==> src/include/fetch_params.svh <==
// front-end sizing; FE_FBUF_DEPTH must stay a power of two and FE_XLEN is fixed at 32
`ifndef FETCH_PARAMS_SVH
`define FETCH_PARAMS_SVH

// data and byte address width
`define FE_XLEN 32

// word address width of the instruction sram, 256 words
// fetch uses pc bits [FE_MEM_AW+1:2], so addresses wrap every 1 KB
`define FE_MEM_AW 8

// entries in the fetch buffer
`define FE_FBUF_DEPTH 4

// first fetch address after reset
`define FE_RESET_PC 32'h0000_0000

`endif

==> src/rtl/fetch_pkg.sv <==
// shared front-end types; needs fetch_params.svh on the include path, only RV32 word layouts
`include "fetch_params.svh"

package fetch_pkg;

	// major opcode of jal
	localparam logic [6:0] OPC_JAL = 7'b110_1111;

	// one fetched word with its address
	typedef struct packed {
		logic [`FE_XLEN-1:0] pc;
		logic [`FE_XLEN-1:0] inst;
	} fetch_entry_t;

	// nextpc bus from decode back to fetch
	typedef struct packed {
		logic                taken;
		logic [`FE_XLEN-1:0] target;
	} redirect_t;

	// read address channel payload
	typedef struct packed {
		logic [`FE_XLEN-1:0] addr;
	} isram_ar_t;

	// same instruction word seen as I-type or as J-type
	typedef union packed {
		struct packed {
			logic [11:0] imm;
			logic [4:0]  rs1;
			logic [2:0]  funct3;
			logic [4:0]  rd;
			logic [6:0]  opcode;
		} i_view;
		struct packed {
			// raw bits imm[20|10:1|11|19:12]
			logic [19:0] imm;
			logic [4:0]  rd;
			logic [6:0]  opcode;
		} j_view;
	} inst_u;

	typedef enum logic {
		KIND_OTHER = 1'b0,
		KIND_JAL   = 1'b1
	} inst_kind_e;

	// one issued instruction
	typedef struct packed {
		logic [`FE_XLEN-1:0] pc;
		logic [`FE_XLEN-1:0] inst;
		inst_kind_e          kind;
		logic [`FE_XLEN-1:0] imm;
	} decoded_t;

endpackage

==> src/rtl/fetch_buffer.sv <==
// circular fetch FIFO; depth must be a power of two, flush drops a same-cycle push
`timescale 1ns/1ps
`include "fetch_params.svh"

module fetch_buffer (
	input  logic                    clk,
	input  logic                    rst,
	input  logic                    push,
	input  fetch_pkg::fetch_entry_t push_entry,
	input  logic                    pop,
	input  logic                    flush,
	output logic                    full,
	output logic                    empty,
	output fetch_pkg::fetch_entry_t head
);

	localparam int PTR_W = $clog2(`FE_FBUF_DEPTH);

	fetch_pkg::fetch_entry_t mem [0:`FE_FBUF_DEPTH-1];
	logic [PTR_W-1:0]        wptr;
	logic [PTR_W-1:0]        rptr;
	logic [PTR_W:0]          count;
	logic                    do_push;
	logic                    do_pop;

	assign full  = (count == (PTR_W+1)'(`FE_FBUF_DEPTH));
	assign empty = (count == '0);
	assign head  = mem[rptr];

	// ignore strobes that would overflow or underflow
	assign do_push = push && !full && !flush;
	assign do_pop  = pop && !empty && !flush;

	always_ff @(posedge clk) begin
		if (do_push) begin
			mem[wptr] <= push_entry;
		end
	end

	// pointers wrap on their own width
	always_ff @(posedge clk) begin
		if (rst || flush) begin
			wptr  <= '0;
			rptr  <= '0;
			count <= '0;
		end else begin
			if (do_push) begin
				wptr <= wptr + 1'b1;
			end
			if (do_pop) begin
				rptr <= rptr + 1'b1;
			end
			// simultaneous push and pop leaves count alone
			if (do_push && !do_pop) begin
				count <= count + 1'b1;
			end else if (do_pop && !do_push) begin
				count <= count - 1'b1;
			end
		end
	end

endmodule

==> config.mk <==
export PLATFORM = sky130hd
export DESIGN_NAME = fetch_buffer
export DESIGN_NICKNAME = d
export VERILOG_FILES = /design/src/rtl/fetch_pkg.sv /design/src/rtl/fetch_buffer.sv
export VERILOG_INCLUDE_DIRS = /design/src /design/src/include
export SDC_FILE = /design/constraint.sdc
export NUM_CORES = 1
export LEC_CHECK = 0
export BUFFER_PORTS_ARGS = -buffer_cell sky130_fd_sc_hd__buf_2
export CAP_MARGIN = 20
export CORE_ASPECT_RATIO = 0.8
export CORE_MARGIN = 3
export CORE_UTILIZATION = 42
export CTS_CLUSTER_SIZE = 12
export DETAILED_ROUTE_END_ITERATION = 10
export HOLD_SLACK_MARGIN = 0.06
export MAX_ROUTING_LAYER = met4
export SYNTH_ARGS = -nofsm -noshare
export SYNTH_HDL_FRONTEND = slang
export SYNTH_SLANG_ARGS = --single-unit
==> constraint.sdc <==
create_clock -name clk -period 3.4 [get_ports clk]
set_input_delay 1.02 -clock clk [delete_from_list [all_inputs] [get_ports clk]]
set_output_delay 1.02 -clock clk [all_outputs]
set_load 0.005 [all_outputs]
==> qor.yml <==
synth:
  synth.avg_cell_area_um2: 25.1
  yosysTopAreaCellShare_pct: 79.1
  syn_inst: 388
  yosysTopAreaCell: "edfxtp_1"
  yosys_warnings: 0
  ys_top_cells_by_area: "edfxtp_1 (79%), mux4_2 (15%), dfxtp_1 (1.9%)"
  synth.distinct_cells: 30
  syn-num-nets: 463
  synth_seq_area_share_pct: 80.9
  ys_seq_elements: 265
  netlist_area_mm2: 0.00972
power_and_ir_drop:
  ir_worst_vdd_v: 0.000354
  p_per_area_mw_per_mm2: 564
  p_total_mw: 6.59
  leakagePower_nw: 3.86
placed_design:
  globalplace.congestion: 0.705
  placed_cell_area_mm2: 0.0109
  post-dp-hpwl_mm: 10.7
  io_buffer_count: 134
  dp_cells: 823
  place_ws_ps: 515
worst_setup_path:
  crit_type: "register to output port"
  worstPathRequired_ps: 2380
  cp.arrival_ps: 2130
  cp-end-kind: "output port"
  worst-path-max-fanout: 30
  start_kind: "register"
  r2r_start: "count[0]$_SDFFE_PP0P_"
detailed_routing:
  vias_per_cell: 5.07
  wl_per_cell_um: 20.3
  drc: 0
  dr.pass1.iters: 4
  totalWireLength_mm: 17.7
  route.vias.total: 4425
  ant_nets: 0
  initialDrtViolationCount: 382
finish:
  stdcell_area_mm2: 0.0117
  utilization_pct: 51.7
  area_growth_pct: 20.2
  drive_above_1_share_pct: 44.6
  layout_common_cells: "edfxtp_1 (256), buf_2 (134), mux4_2 (64)"
  fillerInstances: 1799
  layout_commonest_cell: "edfxtp_1"
  nNetsFinal: 621
  fin_cells: 872
clocking:
  cts_hold_buf: 0
  numCtsBuffers: 27
  clkSinkCount: 265
  cts.reportedPaths.clkPinSlew_ps: 60
  cts_tree: "built"
  post_cts_resized: 0
  cts-root-buf: "clkbuf_16"
  cts_setup_buffers: 0
  htreeDepth: 1
  clkLatencyLatePin_ps: 510
  cts_buffer_depth: 3
floorplan:
  core_area_mm2: 0.0226
  rows: 49
  num_io_pins: 135
  start_util_pct: 43.0
  die_h_um: 142
  floorplan.die.width_um: 176
  fp.dieArea_mm2: 0.0250
worst_hold_path:
  hold_class: "register to register"
  holdCritStartpoint: "rptr[1]$_SDFFE_PP0P_"
sta:
  fin_ws_ps: 251
  tns_ps: 0
  clock_skew_ps: 7.00
  period_share_pct: 92.6
  min_period_ps: 3150
  worstMarginPinSlew_ps: 408
  grt_setup_unrepaired: "false"
  max_freq_mhz: 318
  slew_viol_final: 0
  hold-worst-slack_ps: 500
  hold_viol_final: 0
  slew_headroom_pct: 72.6
  setup_viol_count_final: 0
global_route:
  antenna_found_initial: 4
  grt_pass1_wl_mm: 27.3
  grt_pass1_vias: 4912
  grt_use_total_pct: 14.6
  grt.overflow.total: 0
  grt_max_degree: 65
job:
  cap_violations: 0
outcome:
  outcome: "finished, final reports clean"
-- flip-flops by register name, indices dropped and copies added (netlist names), named ones only --
name   count
count      3
mem      256
rptr       2
wptr       2
-- final timing paths --
path,slack [ps],to,depth (start not counted)
worst max-delay path,250,head[38],3
worst min-delay path,500,register,2
worst max register to register,940,count[2]$_SDFFE_PP0P_,8
worst min register to register,500,register,2
-- kinds of logic after synthesis --
group,share of synthesized area [%]
xor gates and xnor gates,0.180
AOI/OAI and AO/OA,0.463
buffers and inverters,1.16
DFF,80.9
and+or+nand+nor,1.31
muxes,15.1
adders and majority gates,0.849
-- power by group --
group / switching [mW] / total, mW / leakage, nW / internal, mW
Sequential: 0.0142 / 3.65 / 2.40 / 3.63
Combinational: 0.127 / 0.248 / 1.08 / 0.121
Clock: 1.09 / 2.69 / 0.382 / 1.60
-- area by class of cell --
cell class / count / area [um2] / share of cell area, %
clock buffers: 39 / 721 / 6.17
clock inverters: 5 / 72.6 / 0.621
diodes: 5 / 12.5 / 0.107
inverters: 4 / 15.0 / 0.128
multi-input cells: 102 / 1760 / 15.1
well taps: 306 / 383 / 3.28
flip-flops and latches: 265 / 7880 / 67.4
repair buffers: 146 / 848 / 7.26
-- routing by layer --
| layer | part of all wire, % | GRT usage (%) | up-vias |
|---|---|---|---|
| met1 | 42 | 18.7 | 2287 |
| met3 | 7.3 | 4.21 | 30 |
| met2 | 48 | 23.4 | 137 |
| met4 | 2.5 | 3.75 | 0 |
| li1 | - | - | 1971 |
| met5 | 0 | - | - |
-- synth_stat cells (all sizes together) --
| cell type | count |
|---|---|
| ha | 5 |
| o21ai | 2 |
| clkbuf | 2 |
| xor2 | 2 |
| mux4 | 64 |
| nand3 | 1 |
| edfxtp | 256 |
| nand2 | 1 |
| a21o | 1 |
| and2 | 1 |
| mux2i | 3 |
| fa | 1 |
| inv | 4 |
| and3 | 4 |
| nand4 | 1 |
| or2 | 1 |
| nor2b | 1 |
| or3 | 3 |
| buf | 15 |
| dfxtp | 9 |
| a21oi | 3 |
| nor3 | 1 |
| o31ai | 1 |
| nand3b | 1 |
| or3b | 2 |
| nor2 | 3 |
-- worst max-delay path, cell delays in order, from the launching register on --
cell	delay, ps
dfxtp_4	580
buf_12	310
mux4_2	550
buf_2	140
Note: power is estimated with default switching activity, not from simulation.
