### src/include/fetch_params.svh
// front-end sizing; FE_FBUF_DEPTH must stay a power of two and FE_XLEN is fixed at 32
`ifndef FETCH_PARAMS_SVH
`define FETCH_PARAMS_SVH

// data and byte address width
`define FE_XLEN 32

// word address width of the instruction sram, 256 words
// fetch uses pc bits [FE_MEM_AW+1:2], so addresses wrap every 1 KB
`define FE_MEM_AW 8

// entries in the fetch buffer
`define FE_FBUF_DEPTH 4

// first fetch address after reset
`define FE_RESET_PC 32'h0000_0000

`endif

### src/rtl/fetch_pkg.sv
// shared front-end types; needs fetch_params.svh on the include path, only RV32 word layouts
`include "fetch_params.svh"

package fetch_pkg;

	// major opcode of jal
	localparam logic [6:0] OPC_JAL = 7'b110_1111;

	// one fetched word with its address
	typedef struct packed {
		logic [`FE_XLEN-1:0] pc;
		logic [`FE_XLEN-1:0] inst;
	} fetch_entry_t;

	// nextpc bus from decode back to fetch
	typedef struct packed {
		logic                taken;
		logic [`FE_XLEN-1:0] target;
	} redirect_t;

	// read address channel payload
	typedef struct packed {
		logic [`FE_XLEN-1:0] addr;
	} isram_ar_t;

	// same instruction word seen as I-type or as J-type
	typedef union packed {
		struct packed {
			logic [11:0] imm;
			logic [4:0]  rs1;
			logic [2:0]  funct3;
			logic [4:0]  rd;
			logic [6:0]  opcode;
		} i_view;
		struct packed {
			// raw bits imm[20|10:1|11|19:12]
			logic [19:0] imm;
			logic [4:0]  rd;
			logic [6:0]  opcode;
		} j_view;
	} inst_u;

	typedef enum logic {
		KIND_OTHER = 1'b0,
		KIND_JAL   = 1'b1
	} inst_kind_e;

	// one issued instruction
	typedef struct packed {
		logic [`FE_XLEN-1:0] pc;
		logic [`FE_XLEN-1:0] inst;
		inst_kind_e          kind;
		logic [`FE_XLEN-1:0] imm;
	} decoded_t;

endpackage

### src/rtl/decode_stage.sv
// decode consumer; only JAL redirects, every other opcode is treated as sequential
`timescale 1ns/1ps
`include "fetch_params.svh"

module decode_stage (
	input  logic                    clk,
	input  logic                    rst,
	input  logic                    empty,
	input  fetch_pkg::fetch_entry_t head,
	input  logic                    hold,
	output logic                    pop,
	output logic                    flush,
	output fetch_pkg::redirect_t    redirect,
	output logic                    issue_valid,
	output fetch_pkg::decoded_t     issue
);

	// pc of the next instruction on the correct path
	logic [`FE_XLEN-1:0] exp_pc;
	fetch_pkg::inst_u    word;
	logic                match;
	logic                is_jal;
	logic [`FE_XLEN-1:0] i_imm;
	logic [`FE_XLEN-1:0] j_imm;
	logic [`FE_XLEN-1:0] seq_pc;
	logic [`FE_XLEN-1:0] jal_target;

	assign word = head.inst;

	// head leaves every cycle it is there and not held
	assign pop = !empty && !hold;

	// wrong-path entries are popped without issue
	assign match       = (head.pc == exp_pc);
	assign issue_valid = pop && match;

	assign is_jal = (word.j_view.opcode == fetch_pkg::OPC_JAL);

	// I-type immediate, sign extended
	assign i_imm = {{(`FE_XLEN-12){word.i_view.imm[11]}}, word.i_view.imm};

	// J-type immediate unscrambled
	// raw [19]=imm20, [18:9]=imm10:1, [8]=imm11, [7:0]=imm19:12
	assign j_imm = {
		{(`FE_XLEN-21){word.j_view.imm[19]}},
		word.j_view.imm[19],
		word.j_view.imm[7:0],
		word.j_view.imm[8],
		word.j_view.imm[18:9],
		1'b0
	};

	assign seq_pc     = head.pc + `FE_XLEN'd4;
	assign jal_target = head.pc + j_imm;

	// one-cycle redirect and flush with the issued JAL
	assign redirect.taken  = issue_valid && is_jal;
	assign redirect.target = jal_target;
	assign flush           = redirect.taken;

	always_comb begin
		issue.pc   = head.pc;
		issue.inst = head.inst;
		issue.kind = is_jal ? fetch_pkg::KIND_JAL : fetch_pkg::KIND_OTHER;
		issue.imm  = is_jal ? j_imm : i_imm;
	end

	always_ff @(posedge clk) begin
		if (rst) begin
			exp_pc <= `FE_RESET_PC;
		end else if (issue_valid) begin
			exp_pc <= is_jal ? jal_target : seq_pc;
		end
	end

endmodule

### config.mk
export PLATFORM = sky130hd
export DESIGN_NAME = decode_stage
export DESIGN_NICKNAME = d
export VERILOG_FILES = /design/src/rtl/fetch_pkg.sv /design/src/rtl/decode_stage.sv
export VERILOG_INCLUDE_DIRS = /design/src /design/src/include
export SDC_FILE = /design/constraint.sdc
export NUM_CORES = 1
export LEC_CHECK = 0
export ABC_AREA = 0
export BUFFER_PORTS_ARGS = -buffer_cell sky130_fd_sc_hd__buf_4
export CORE_ASPECT_RATIO = 1.5
export CORE_MARGIN = 3
export CORE_UTILIZATION = 25
export DETAILED_ROUTE_END_ITERATION = 16
export PLACE_DENSITY_LB_ADDON = 0.12
export SETUP_SLACK_MARGIN = 0.02
export SYNTH_ARGS = -nofsm -noshare
export SYNTH_HDL_FRONTEND = slang
export SYNTH_SLANG_ARGS = --single-unit
export TNS_END_PERCENT = 5
### constraint.sdc
create_clock -name clk -period 5.8 [get_ports clk]
set_input_delay 0.58 -clock clk [delete_from_list [all_inputs] [get_ports clk]]
set_output_delay 0.58 -clock clk [all_outputs]
set_load 0.1 [all_outputs]
==> summary.txt <==
Setup path
  • CP Launch Type: primary input
  • CP max FO: 8
  • Worst reg2reg startpoint: exp_pc[11]$_SDFFE_PP0N_
  • Max incr delay on CP: 0.49 ns
  • Crit path launch: head[34]
  • CP required: 5.22 ns
  • Critical Path AT: 3.59 ns
  • R2R cell count: 8
  • Critical-path cell list: buf_4 -> ha_1 -> a211oi_1 -> o21bai_1 -> a211oi_1 -> o31ai_1 -> a21o_1 -> o41ai_4 -> o21ai_1 -> xor2_1 -> buf_4
  • Crit end category: output port
  • CP Class: primary input to output port
  • Crit-path slowest cell: a211oi_1

Global route
  • Vias in the first global route: 4616
  • GR peak layer: met2
  • GR met3 Demand/Resource: 1.33%
  • Initial antenna violation count: 0
  • Met1 usage: 18.5%
  • Pin count of the biggest net entering global routing: 39
  • Met2 usage: 32.7%
  • GRT Util Overall: 16.7%
  • GRT overflow: 0
  • First-pass GRT wire length: 26000 um

Timing
  • Fmax: 240 MHz
  • Final min period: 4.17 ns
  • Worst relative slew slack: 31.0%
  • Finish-stage setup viols: 0
  • Setup TNS: 0 ns
  • Final max-slew violation count: 0
  • Worst Skew: 0.00205 ns
  • RSZ-0062 raised after global routing: no
  • Final Hold Viols: 0
  • Final Cycle Share: 71.9%
  • Worst-margin pin slew: 1.03 ns

Drt
  • Final antenna-violating net count: 0
  • Vias after detailed routing: 4662
  • Post-DR vias/cell: 4.99
  • DRT iter0 DRCs: 279
  • Pre-antenna DRT Iters: 4
  • Total wire length: 17400 um
  • Residual DRC: 0
  • Routed length per instance: 18.6 um

Placed design
  • Gpl congestion: 0.884
  • HPWL Detailed: 14300 um
  • Dpl cells: 927
  • Port bufs: 190

Power
  • Leak: 2.57 nW
  • Pwr dens: 277 mW/mm^2
  • Maximum vdd drop: 0.123 mV

Min path
  • Hold_sp: exp_pc[20]$_SDFFE_PP0N_
  • Worst hold path stage count: 2
  • Worst Hold Class: register to register

Logic synthesis
  • Post-synth EDFFs: 0
  • Mean Syn Cell Area: 7.38 sq um
  • Async SR Flop Fraction: 0%
  • Synth Warn #: 0
  • Unique masters post-synth: 55
  • Register area share after synthesis: 13.9%
  • Synth Cell Area: 0.00462 sq mm
  • Flops & latches, synth: 32
  • Gate Count Post-Synth: 626
  • Post-Syn Nets: 726
  • Primary FF master, synth: dfxtp_1

Clocking
  • Later-pin clock latency in the skew report: 0.28 ns
  • CTS tree: built
  • CTS buffer count: 5
  • Hold Buf Count CTS: 0
  • Num Clock Sinks: 32
  • Post-CTS Setup Bufs: 0
  • Clock Tree Root: clkbuf_16
  • Number of H-tree levels: 2
  • Reg clk slew, reported paths: 0.06 ns
  • Cts repair resizes: 0
  • Clk buf depth: 2

Finish
  • N_diodes: 0
  • Biggest register: exp_pc
  • Max reg flops: 32
  • Fin nets: 817
  • Fillers: 1994
  • Share of layout cells above drive strength 1: 29.4%
  • Area Growth Syn to Fin: 24.4%
  • Number of non-filler instances in the completed layout: 935
  • Largest regs: exp_pc: 32 flops

Run
  • Max-cap violations: 0

Die
  • IO Count: 201
  • Row cnt: 60
  • Initial Util: 25.6%
  • Die ar.: 0.0202 sq mm
  • Die Wd: 117 um
  • Die Y: 172 um
  • CORE AREA: 0.0180 sq mm

Run status
  • Outcome: finished clean
==> synthesized netlist by cell type, drive strengths merged, types with 2 or more instances <==
| library cell | count | area share, % |
|---|---|---|
| or2 | 3 | 0.41 |
| and2 | 8 | 1.1 |
| o21ai | 26 | 2.8 |
| a211oi | 4 | 0.65 |
| nor3 | 9 | 0.98 |
| buf | 94 | 15 |
| or3 | 2 | 0.27 |
| o21bai | 8 | 1.3 |
| nand2b | 3 | 0.41 |
| dfxtp | 32 | 14 |
| a211o | 4 | 0.76 |
| o211ai | 11 | 1.8 |
| ha | 31 | 8.4 |
| xnor2 | 58 | 11 |
| nor4 | 3 | 0.41 |
| a221oi | 3 | 0.70 |
| nand2 | 58 | 4.7 |
| a311oi | 2 | 0.38 |
| clkbuf | 15 | 1.2 |
| o31ai | 4 | 0.65 |
| nand3 | 23 | 2.5 |
| and4 | 5 | 0.95 |
| a21o | 27 | 4.4 |
| and3 | 10 | 1.4 |
| nor2b | 4 | 0.54 |
| a31oi | 4 | 0.54 |
| nor2 | 39 | 3.3 |
| xor2 | 27 | 5.1 |
| nand4 | 17 | 2.3 |
| a21oi | 57 | 6.2 |
| inv | 12 | 0.98 |
| a22oi | 6 | 0.98 |
==> worst max-delay path: cells and delay by family <==
family,cells,cell delay [ns]
fa+ha+maj,1,0.29
compound gates,7,1.86
buf+inv,2,0.51
xor+xnor,1,0.32
==> path summary, 6_finish.rpt <==
path	to	slack (ns)
setup / recovery	redirect[30]	1.63
hold / removal	exp_pc[20]$_SDFFE_PP0N_	0.46
setup reg to reg	exp_pc[21]$_SDFFE_PP0N_	2.74
hold reg to reg	exp_pc[20]$_SDFFE_PP0N_	0.46
==> area by class of cell <==
cell class	count	area (sq um)	share of cell area (%)
clock buffer	5	125	2.18
inverter	13	48.8	0.849
clock inverter	3	42.5	0.740
sequential	32	641	11.1
timing repair buffer	193	1450	25.2
tap	217	272	4.73
multi-input combinational	472	3170	55.1
==> routing by layer <==
| metal | up-vias | share of wire, % |
|---|---|---|
| met4 | 0 | 2.6 |
| met1 | 2195 | 38 |
| met2 | 122 | 56 |
| met5 | - | 0 |
| met3 | 27 | 3.3 |
| li1 | 2318 | - |
==> metrics by stage <==
| step | total power, W | utilization [%] | setup WS [ns] | hold WS, ns | area, sq um |
|---|---|---|---|---|---|
| floorplan | 0.00109 | - | 1.07 | 0.444 | 4620 |
| global placement | 0.00129 | 31.0 | 1.60 | 0.455 | 5580 |
| detailed placement | 0.00129 | 31.0 | 1.60 | 0.457 | 5580 |
| CTS | 0.00161 | 31.9 | 1.59 | 0.465 | 5750 |
| global route | 0.00165 | 31.9 | 1.40 | 0.480 | 5750 |
| finish | 0.00159 | 31.9 | 1.63 | 0.464 | 5750 |
==> layout by cell type, fill, tap and decap left out, types with 9 or more instances in the layout <==
master | Yosys | routed
nand4_1 | 17 | 17
xor2_1 | 27 | 27
inv_1 | 12 | 12
o211ai_1 | 11 | 11
nor3_1 | 9 | 9
nand2_1 | 58 | 58
nand3_1 | 23 | 23
a21o_1 | 27 | 27
and3_1 | 10 | 10
nor2_1 | 37 | 37
dfxtp_1 | 32 | 32
ha_1 | 31 | 31
o21ai_0 | 25 | 25
a21oi_1 | 57 | 57
buf_4 | 89 | 193
xnor2_1 | 58 | 58
==> cell families after synthesis <==
group	Yosys count	synth area share (%)
xor+xnor	85	16.1
simple gates	188	20.0
buf+inv	122	17.5
flops	32	13.9
compound gates	166	23.4
mux	1	0.217
fa+ha+maj	32	8.83
==> power breakdown <==
part                switching [W]  internal, W  total (W)
combinational            0.000834     0.000231    0.00106
clock                    0.000107     0.000202   0.000309
sequential     0.0000000000000113     0.000220   0.000220
Power figures use the tool's default switching activity.
