[src/include/fetch_params.svh]
// front-end sizing; FE_FBUF_DEPTH must stay a power of two and FE_XLEN is fixed at 32
`ifndef FETCH_PARAMS_SVH
`define FETCH_PARAMS_SVH

// data and byte address width
`define FE_XLEN 32

// word address width of the instruction sram, 256 words
// fetch uses pc bits [FE_MEM_AW+1:2], so addresses wrap every 1 KB
`define FE_MEM_AW 8

// entries in the fetch buffer
`define FE_FBUF_DEPTH 4

// first fetch address after reset
`define FE_RESET_PC 32'h0000_0000

`endif

[src/rtl/fetch_pkg.sv]
// shared front-end types; needs fetch_params.svh on the include path, only RV32 word layouts
`include "fetch_params.svh"

package fetch_pkg;

	// major opcode of jal
	localparam logic [6:0] OPC_JAL = 7'b110_1111;

	// one fetched word with its address
	typedef struct packed {
		logic [`FE_XLEN-1:0] pc;
		logic [`FE_XLEN-1:0] inst;
	} fetch_entry_t;

	// nextpc bus from decode back to fetch
	typedef struct packed {
		logic                taken;
		logic [`FE_XLEN-1:0] target;
	} redirect_t;

	// read address channel payload
	typedef struct packed {
		logic [`FE_XLEN-1:0] addr;
	} isram_ar_t;

	// same instruction word seen as I-type or as J-type
	typedef union packed {
		struct packed {
			logic [11:0] imm;
			logic [4:0]  rs1;
			logic [2:0]  funct3;
			logic [4:0]  rd;
			logic [6:0]  opcode;
		} i_view;
		struct packed {
			// raw bits imm[20|10:1|11|19:12]
			logic [19:0] imm;
			logic [4:0]  rd;
			logic [6:0]  opcode;
		} j_view;
	} inst_u;

	typedef enum logic {
		KIND_OTHER = 1'b0,
		KIND_JAL   = 1'b1
	} inst_kind_e;

	// one issued instruction
	typedef struct packed {
		logic [`FE_XLEN-1:0] pc;
		logic [`FE_XLEN-1:0] inst;
		inst_kind_e          kind;
		logic [`FE_XLEN-1:0] imm;
	} decoded_t;

endpackage

[src/rtl/fetch_unit.sv]
// fetch producer; one outstanding read, stale requests still complete and are filtered in decode
`timescale 1ns/1ps
`include "fetch_params.svh"

module fetch_unit (
	input  logic                    clk,
	input  logic                    rst,
	input  logic                    ar_ready,
	input  logic                    r_valid,
	input  logic [`FE_XLEN-1:0]     r_data,
	input  logic                    full,
	input  fetch_pkg::redirect_t    redirect,
	output logic                    ar_valid,
	output fetch_pkg::isram_ar_t    ar,
	output logic                    r_ready,
	output logic                    push,
	output fetch_pkg::fetch_entry_t push_entry
);

	// read fsm states
	localparam logic [1:0] S_IDLE    = 2'd0;
	localparam logic [1:0] S_WAIT_AR = 2'd1;
	localparam logic [1:0] S_WAIT_R  = 2'd2;
	localparam logic [1:0] S_HOLD_R  = 2'd3;

	logic [1:0]          state;
	logic [1:0]          state_nxt;
	// address of the next request
	logic [`FE_XLEN-1:0] pc;
	// address of the request in flight
	logic [`FE_XLEN-1:0] req_addr;
	logic [`FE_XLEN-1:0] fetch_pc;
	logic                start;
	logic                r_hs;

	// redirect target wins over the sequential pc
	assign fetch_pc = redirect.taken ? redirect.target : pc;

	// new request only when the buffer has room
	assign start = (state == S_IDLE) && !full;

	// back-pressure through r_ready
	assign r_ready = ((state == S_WAIT_R) || (state == S_HOLD_R)) && !full;
	assign r_hs    = r_valid && r_ready;

	assign ar_valid = (state == S_WAIT_AR);
	assign ar.addr  = req_addr;

	// entry pairs in-flight address with returned word
	assign push            = r_hs;
	assign push_entry.pc   = req_addr;
	assign push_entry.inst = r_data;

	always_comb begin
		state_nxt = state;
		case (state)
			S_IDLE: begin
				if (!full) begin
					state_nxt = S_WAIT_AR;
				end
			end
			S_WAIT_AR: begin
				if (ar_ready) begin
					state_nxt = S_WAIT_R;
				end
			end
			S_WAIT_R: begin
				if (r_hs) begin
					state_nxt = S_IDLE;
				end else if (r_valid) begin
					// data is there but buffer full
					state_nxt = S_HOLD_R;
				end
			end
			S_HOLD_R: begin
				if (r_hs) begin
					state_nxt = S_IDLE;
				end
			end
			default: state_nxt = S_IDLE;
		endcase
	end

	always_ff @(posedge clk) begin
		if (rst) begin
			state <= S_IDLE;
			pc    <= `FE_RESET_PC;
		end else begin
			state <= state_nxt;
			if (start) begin
				pc <= fetch_pc + `FE_XLEN'd4;
			end else if (redirect.taken) begin
				// applies to the next request, not the one in flight
				pc <= redirect.target;
			end
		end
	end

	// held stable while ar_valid waits for ar_ready
	always_ff @(posedge clk) begin
		if (start) begin
			req_addr <= fetch_pc;
		end
	end

endmodule

[config.mk]
export PLATFORM = sky130hd
export DESIGN_NAME = fetch_unit
export DESIGN_NICKNAME = d
export VERILOG_FILES = /design/src/rtl/fetch_pkg.sv /design/src/rtl/fetch_unit.sv
export VERILOG_INCLUDE_DIRS = /design/src /design/src/include
export SDC_FILE = /design/constraint.sdc
export NUM_CORES = 1
export LEC_CHECK = 0
export ABC_CLOCK_PERIOD_IN_PS = 3100
export BUFFER_PORTS_ARGS = -buffer_cell sky130_fd_sc_hd__buf_2
export CAP_MARGIN = 20
export CORE_UTILIZATION = 35
export DETAILED_ROUTE_END_ITERATION = 8
export PLACE_DENSITY = 0.65
export SLEW_MARGIN = 20
export SYNTH_ARGS = -nofsm -noshare
export SYNTH_HDL_FRONTEND = slang
export SYNTH_SLANG_ARGS = --single-unit
[constraint.sdc]
create_clock -name clk -period 3.1 [get_ports clk]
set_input_delay 0.31 -clock clk [delete_from_list [all_inputs] [get_ports clk]]
set_output_delay 0.31 -clock clk [all_outputs]
set_load 0.005 [all_outputs]
==> results.cfg, run 1 <==
[status]
status = finished clean

[die]
die_y_um = 103
start_util_pct = 36.5
fp-row-count = 36
ios = 169
die-area_um2 = 10700
core-area_um2 = 9860
die_w_um = 103

[power]
p_leak_nw = 1.68
power.density_nw_per_um2 = 496
peakVddDrop_mv = 0.228
power_w = 0.00196

[routing]
viasPerCell = 4.84
drtIter0Drc = 115
first_pass_iters = 4
antenna_left = 0
via_count = 2549
drc = 0
wl_um = 7230
wl_per_cell_um = 13.7

[global_routing]
grt_pass1_vias = 2320
grt_antenna_before_repair = 0
gr-total-overflow = 0
grt.total_usage_pct = 13.7
grt_pass1_wl_um = 11200
grt_max_degree = 57

[worst_setup_path]
worstSetupPathType = flip-flop to flip-flop
r2r_setup_slack_ns = 0.76
ff2ff_path_depth = 9
end_kind = flip-flop
reg2reg_from = pc[2]$_SDFF_PP0_
critPathMaxFanout = 9
cp.required_ns = 3.30
cp.arrival_ns = 2.53
start_kind = flip-flop
reg2reg_to = pc[24]$_SDFF_PP0_

[min_path]
hold_end = state[1]$_SDFFE_PP0P_
hold_start = ar_ready
hp-class = input port to flip-flop
hold_depth = 3

[clocking]
cts.clk_slew.worst_paths_ns = 0.07
cts_root_buf = clkbuf_8
htreeDepth = 3
clkSinkCount = 66
ctsResizeCount = 0
clock_path_buffers = 2
cts_tree = done
clk_latency_ns = 0.34
holdBufCountCts = 0
cts_setup_buffers = 0
cts_buffers = 9

[timing]
hold_slack_ns = 0.253
tns_ns = 0
worst_slew_pin_slew_ns = 0.639
fmax_ghz = 0.428
rsz0062_at_grt = false
period_share_pct = 75.4
final-hold-violation-count = 0
finalSetupViolations = 0
layout_min_cycle_time_ns = 2.34
skew_ns = 0.00819
slew_violations = 0
slew_headroom_pct = 57.4

[final_layout]
antenna_cells = 0
areaGrowthSynthToFinish_pct = 9.83
fin_nets = 460
drive_gt1_share_pct = 38.8

[place]
place_congestion = 0.769
dp_hpwl_um = 5300
port_buffers = 104

[logic_synthesis]
synth.largest_area_cell = edfxtp_1
yosys-top-cells-count = buf_4, dfxtp_1, edfxtp_1, mux2_2, nor2_1
synth_area_leaders = edfxtp_1, dfxtp_1, buf_4
synth_seq_cells = 66
mappedNetlistArea_um2 = 3600
synth_top_cell_area_share_pct = 26.7
synth_warnings = 0
synth_most_common_cell = buf_4
synth_edf_count = 32
syn_inst = 346
yosysSeqAreaShare_pct = 45.6
async_flop_share_pct = 0
avgSynthCellArea_um2 = 10.4
synth_flop_cell = dfxtp_1
synth_cell_types = 44
synth_fp_nets = 417

[flow_run]
cap_violations = 0
## cell families after synthesis
logic type / after synthesis / synth area share, %
AOI/OAI and AO/OA: 40 / 7.64
adders and majority gates: 1 / 0.347
DFF: 66 / 45.6
muxes: 33 / 9.97
buffers and inverters: 90 / 16.9
and+or+nand+nor: 102 / 16.2
xor gates and xnor gates: 14 / 3.41
## through the flow
step / instances / setup slack, ns / utilization (%) / area (um2)
finish: 527 / 0.761 / 40.1 / 3960
global route: 527 / 0.597 / 40.1 / 3960
CTS: 527 / 0.737 / 40.1 / 3960
detailed placement: 511 / 0.536 / 38.3 / 3770
global placement: 511 / 0.579 / 38.3 / 3770
floorplan: 346 / 0.122 / - / 3600
## registers in the layout, summed over array words and instances, names as in the netlist
| signal | count |
|---|---|
| state | 2 |
| pc | 32 |
| ar | 32 |
## critical path: stages, from the launching register on
cell      delay (ns)
dfxtp_1         0.31
mux2i_1         0.06
buf_4           0.15
inv_1           0.08
ha_1            0.17
or4b_1          0.54
a211oi_4        0.21
and3_1          0.39
and4_1          0.24
nor3_1          0.05
## power breakdown
part | leakage (nW) | switching (W) | internal, W | total (W)
logic | 1.00 | 0.000156 | 0.000136 | 0.000292
registers | 0.592 | 0.0000327 | 0.000996 | 0.00103
clock network | 0.0882 | 0.000330 | 0.000311 | 0.000641
total | 1.68 | 0.000519 | 0.00144 | 0.00196
## worst max-delay path by stage
stage,slack (ns),cells past startpoint,to,startpoint
final,0.76,9,pc[24]$_SDFF_PP0_,pc[2]$_SDFF_PP0_
after global routing,0.60,9,pc[30]$_SDFF_PP0_,pc[2]$_SDFF_PP0_
after CTS,0.74,9,pc[24]$_SDFF_PP0_,pc[2]$_SDFF_PP0_
after detailed placement,0.54,7,pc[27]$_SDFF_PP0_,redirect[32]
after global placement,0.58,7,pc[27]$_SDFF_PP0_,redirect[32]
after floorplan,0.12,13,pc[30]$_SDFF_PP0_,redirect[32]
## cells in the final DEF, fill, tap and decap left out, types with 5 or more instances in the layout
master	netlist	routed
nor3_1	7	7
nor2b_1	5	5
xnor2_1	7	7
buf_4	66	7
xor2_1	7	7
buf_2	5	104
or3_1	5	5
clkbuf_8	0	10
nand3_1	14	14
dfxtp_1	34	34
nand4_1	12	12
inv_1	11	11
mux2_2	21	21
nand2_1	15	15
mux2i_1	10	10
a21oi_1	14	14
nand4b_1	5	5
nor2_1	18	18
o21ai_0	10	10
edfxtp_1	32	32
## layout make-up
type,instances,area [um2]
well taps,133,166
flip-flops and latches,66,1640
fillers,977,5910
multi-input cells,190,1350
clock buffers,10,138
inverters,11,41.3
clock inverters,6,42.5
repair buffers,111,573
## per-layer routing
layer	routed length (um)	share of wire, %	GRT usage [%]	vias up
li1	-	-	-	1248
met1	3190	44	17.0	1185
met2	3470	48	22.4	101
met3	485	6.7	4.17	15
met4	93	1.3	5.20	0
met5	0	0	0	-
(Power assumes the default switching activity.)
==> run 2: changes to the inputs <==
ABC_AREA = 1   (was unset)
ABC_CLOCK_PERIOD_IN_PS = 2100   (was 3100)
PLACE_DENSITY = unset   (was 0.65)
clock period = 2.1 ns   (was 3.1 ns; I/O delays follow)
==> run 2 against run 1 <==
Net effect: core utilization grew 0.85 points; hold slack lost 0.11 ns; via count rose by 33%; largest power group unchanged; non-clock buffer count grew 1.
==> results.cfg, run 2 <==
[status]
status = finished clean

[logic_synthesis]
syn_inst = 532
synth_top_cell_area_share_pct = 24.0
synth_seq_cells = 66
synth_flop_cell = dfxtp_1
synth_edf_count = 32
synth_warnings = 0
synth_area_leaders = edfxtp_1, dfxtp_1, nand2_1
synth_fp_nets = 603
synth-simple-area-share_pct = 32.2
synth.largest_area_cell = edfxtp_1
avgSynthCellArea_um2 = 7.52
yosysSeqAreaShare_pct = 41.0
synth_top_family_by_area = simple AND/OR/NAND/NOR gates
synth.area.mux_share_pct = 0
synth_fa_ha_area_share_pct = 0.313
async_flop_share_pct = 0
synth_most_common_cell = nand2_1
yosys-top-cells-count = nand2_1, nor2_1, buf_4, inv_1, dfxtp_1
synth_cell_types = 34
synth_compound_area_share_pct = 6.25
synth_xor_area_share_pct = 0
mappedNetlistArea_um2 = 4000

[clocking]
clock_path_buffers = 2
htreeDepth = 3
holdBufCountCts = 0
cts_setup_buffers = 0
cts_buffers = 9
cts_tree = done
cts_root_buf = clkbuf_16
clk_latency_ns = 0.33
cts.clk_slew.worst_paths_ns = 0.05
ctsResizeCount = 0
clkSinkCount = 66

[die]
die-area_um2 = 11900
die_y_um = 109
start_util_pct = 36.4
die_w_um = 109
fp-row-count = 38
core-area_um2 = 11000
ios = 169

[power]
peakVddDrop_mv = 0.290
power.density_nw_per_um2 = 782
p_leak_nw = 2.14

[routing]
antenna_left = 0
viasPerCell = 4.67
drtIter0Drc = 215
wl_per_cell_um = 13.0
first_pass_iters = 5
via_count = 3393
drc = 0
wl_um = 9440

[global_routing]
grt.total_usage_pct = 16.9
gr-total-overflow = 0
grt_max_degree = 37
grt_antenna_before_repair = 0
grt_pass1_vias = 3043
grt_pass1_wl_um = 14900

[worst_setup_path]
cp_slowest_cell = dfxtp_1
critPathMaxFanout = 8
cp.required_ns = 2.37
end_kind = flip-flop
crit_chain = nor2_1 > nand2_1 > clkinv_2 > nand2_2 > nor2_8 > nand3_4 > nor2_2 > nand2_1 > nand2_1 > nand2_1 > nor2_1
cp_common_cell = nand2_1
cp.arrival_ns = 2.14
slowest_delay_ns = 0.34
worstSetupPathType = flip-flop to flip-flop
path_buf_inv = 1
start_kind = flip-flop
crit_family = simple AND/OR/NAND/NOR gates

[final_layout]
areaGrowthSynthToFinish_pct = 12.4
final_common_cell = nand2_1
drive_gt1_share_pct = 30.9
layoutNonFillerInstCount = 726
final_cell_mix = nand2_1, buf_2, nor2_1
antenna_cells = 0
fin_nets = 652

[timing]
slew_violations = 0
setup_slack_ns = 0.232
finalSetupViolations = 0
layout_min_cycle_time_ns = 1.87
period_share_pct = 89.0
hold_slack_ns = 0.144
slew_headroom_pct = 73.5
tns_ns = 0
skew_ns = 0.00460
fmax_ghz = 0.535
final-hold-violation-count = 0
rsz0062_at_grt = false
worst_slew_pin_slew_ns = 0.387

[place]
dp_hpwl_um = 7270
port_buffers = 104
place_inst = 710
pre_cts_ws_ns = 0.234
place_congestion = 0.882

[min_path]
hp-class = input port to flip-flop

[flow_run]
cap_violations = 0
[run 2: where the power goes]
part           internal (W)  switching (W)
sequential          0.00147      0.0000361
clock              0.000982       0.000517
combinational      0.000191       0.000323
total               0.00264       0.000877
[run 2: layout make-up]
cell class	count	area [um2]
fill	1124	6490
sequential	66	1640
multi-input combinational	329	1550
timing repair buffer	112	593
clock buffer	14	264
inverter	63	238
tap	140	175
clock inverter	2	35.0
[run 2: metrics by stage]
step	area [um2]	util, %	power, W
global route	4500	40.9	0.00370
finish	4500	40.9	0.00352
detailed placement	4200	38.2	0.00204
floorplan	4000	-	0.00194
CTS	4500	40.9	0.00356
global placement	4200	38.2	0.00204
[run 2: worst reg2reg max path, cell delays in order, from the launching register on]
cell and delay (ns):
dfxtp_1 0.34, nor2_1 0.14, nand2_1 0.23, clkinv_2 0.22, nand2_2 0.12, nor2_8 0.15
nand3_4 0.15, nor2_2 0.15, nand2_1 0.10, nand2_1 0.07, nand2_1 0.04, nor2_1 0.09
[run 2: path summary, 6_finish.rpt]
path / from / end / slack, ns / cells after the start
max: state[1]$_SDFFE_PP0P_ / pc[27]$_SDFF_PP0_ / 0.23 / 11
min: full / state[0]$_SDFFE_PP0P_ / 0.14 / 2
max reg2reg: state[1]$_SDFFE_PP0P_ / pc[27]$_SDFF_PP0_ / 0.23 / 11
min reg2reg: pc[1]$_SDFF_PP0_ / pc[1]$_SDFF_PP0_ / 0.47 / 2
[run 2: kinds of logic (layout without fill, tap and decap cells)]
family	after synthesis	in the layout
buffers and inverters	137	191
adder cells (fa/ha/maj)	1	1
AND/OR/NAND/NOR	286	286
AO/OA/AOI/OAI	42	42
flip-flops	66	66
[run 2: per-layer routing]
metal / global-route usage [%] / routed length (um) / vias up / part of all wire, %
li1: - / - / 1705 / -
met3: 4.72 / 654 / 39 / 6.9
met2: 25.2 / 4090 / 131 / 43
met5: 0 / 0 / - / 0
met1: 22.1 / 4400 / 1518 / 47
met4: 8.69 / 308 / 0 / 3.3
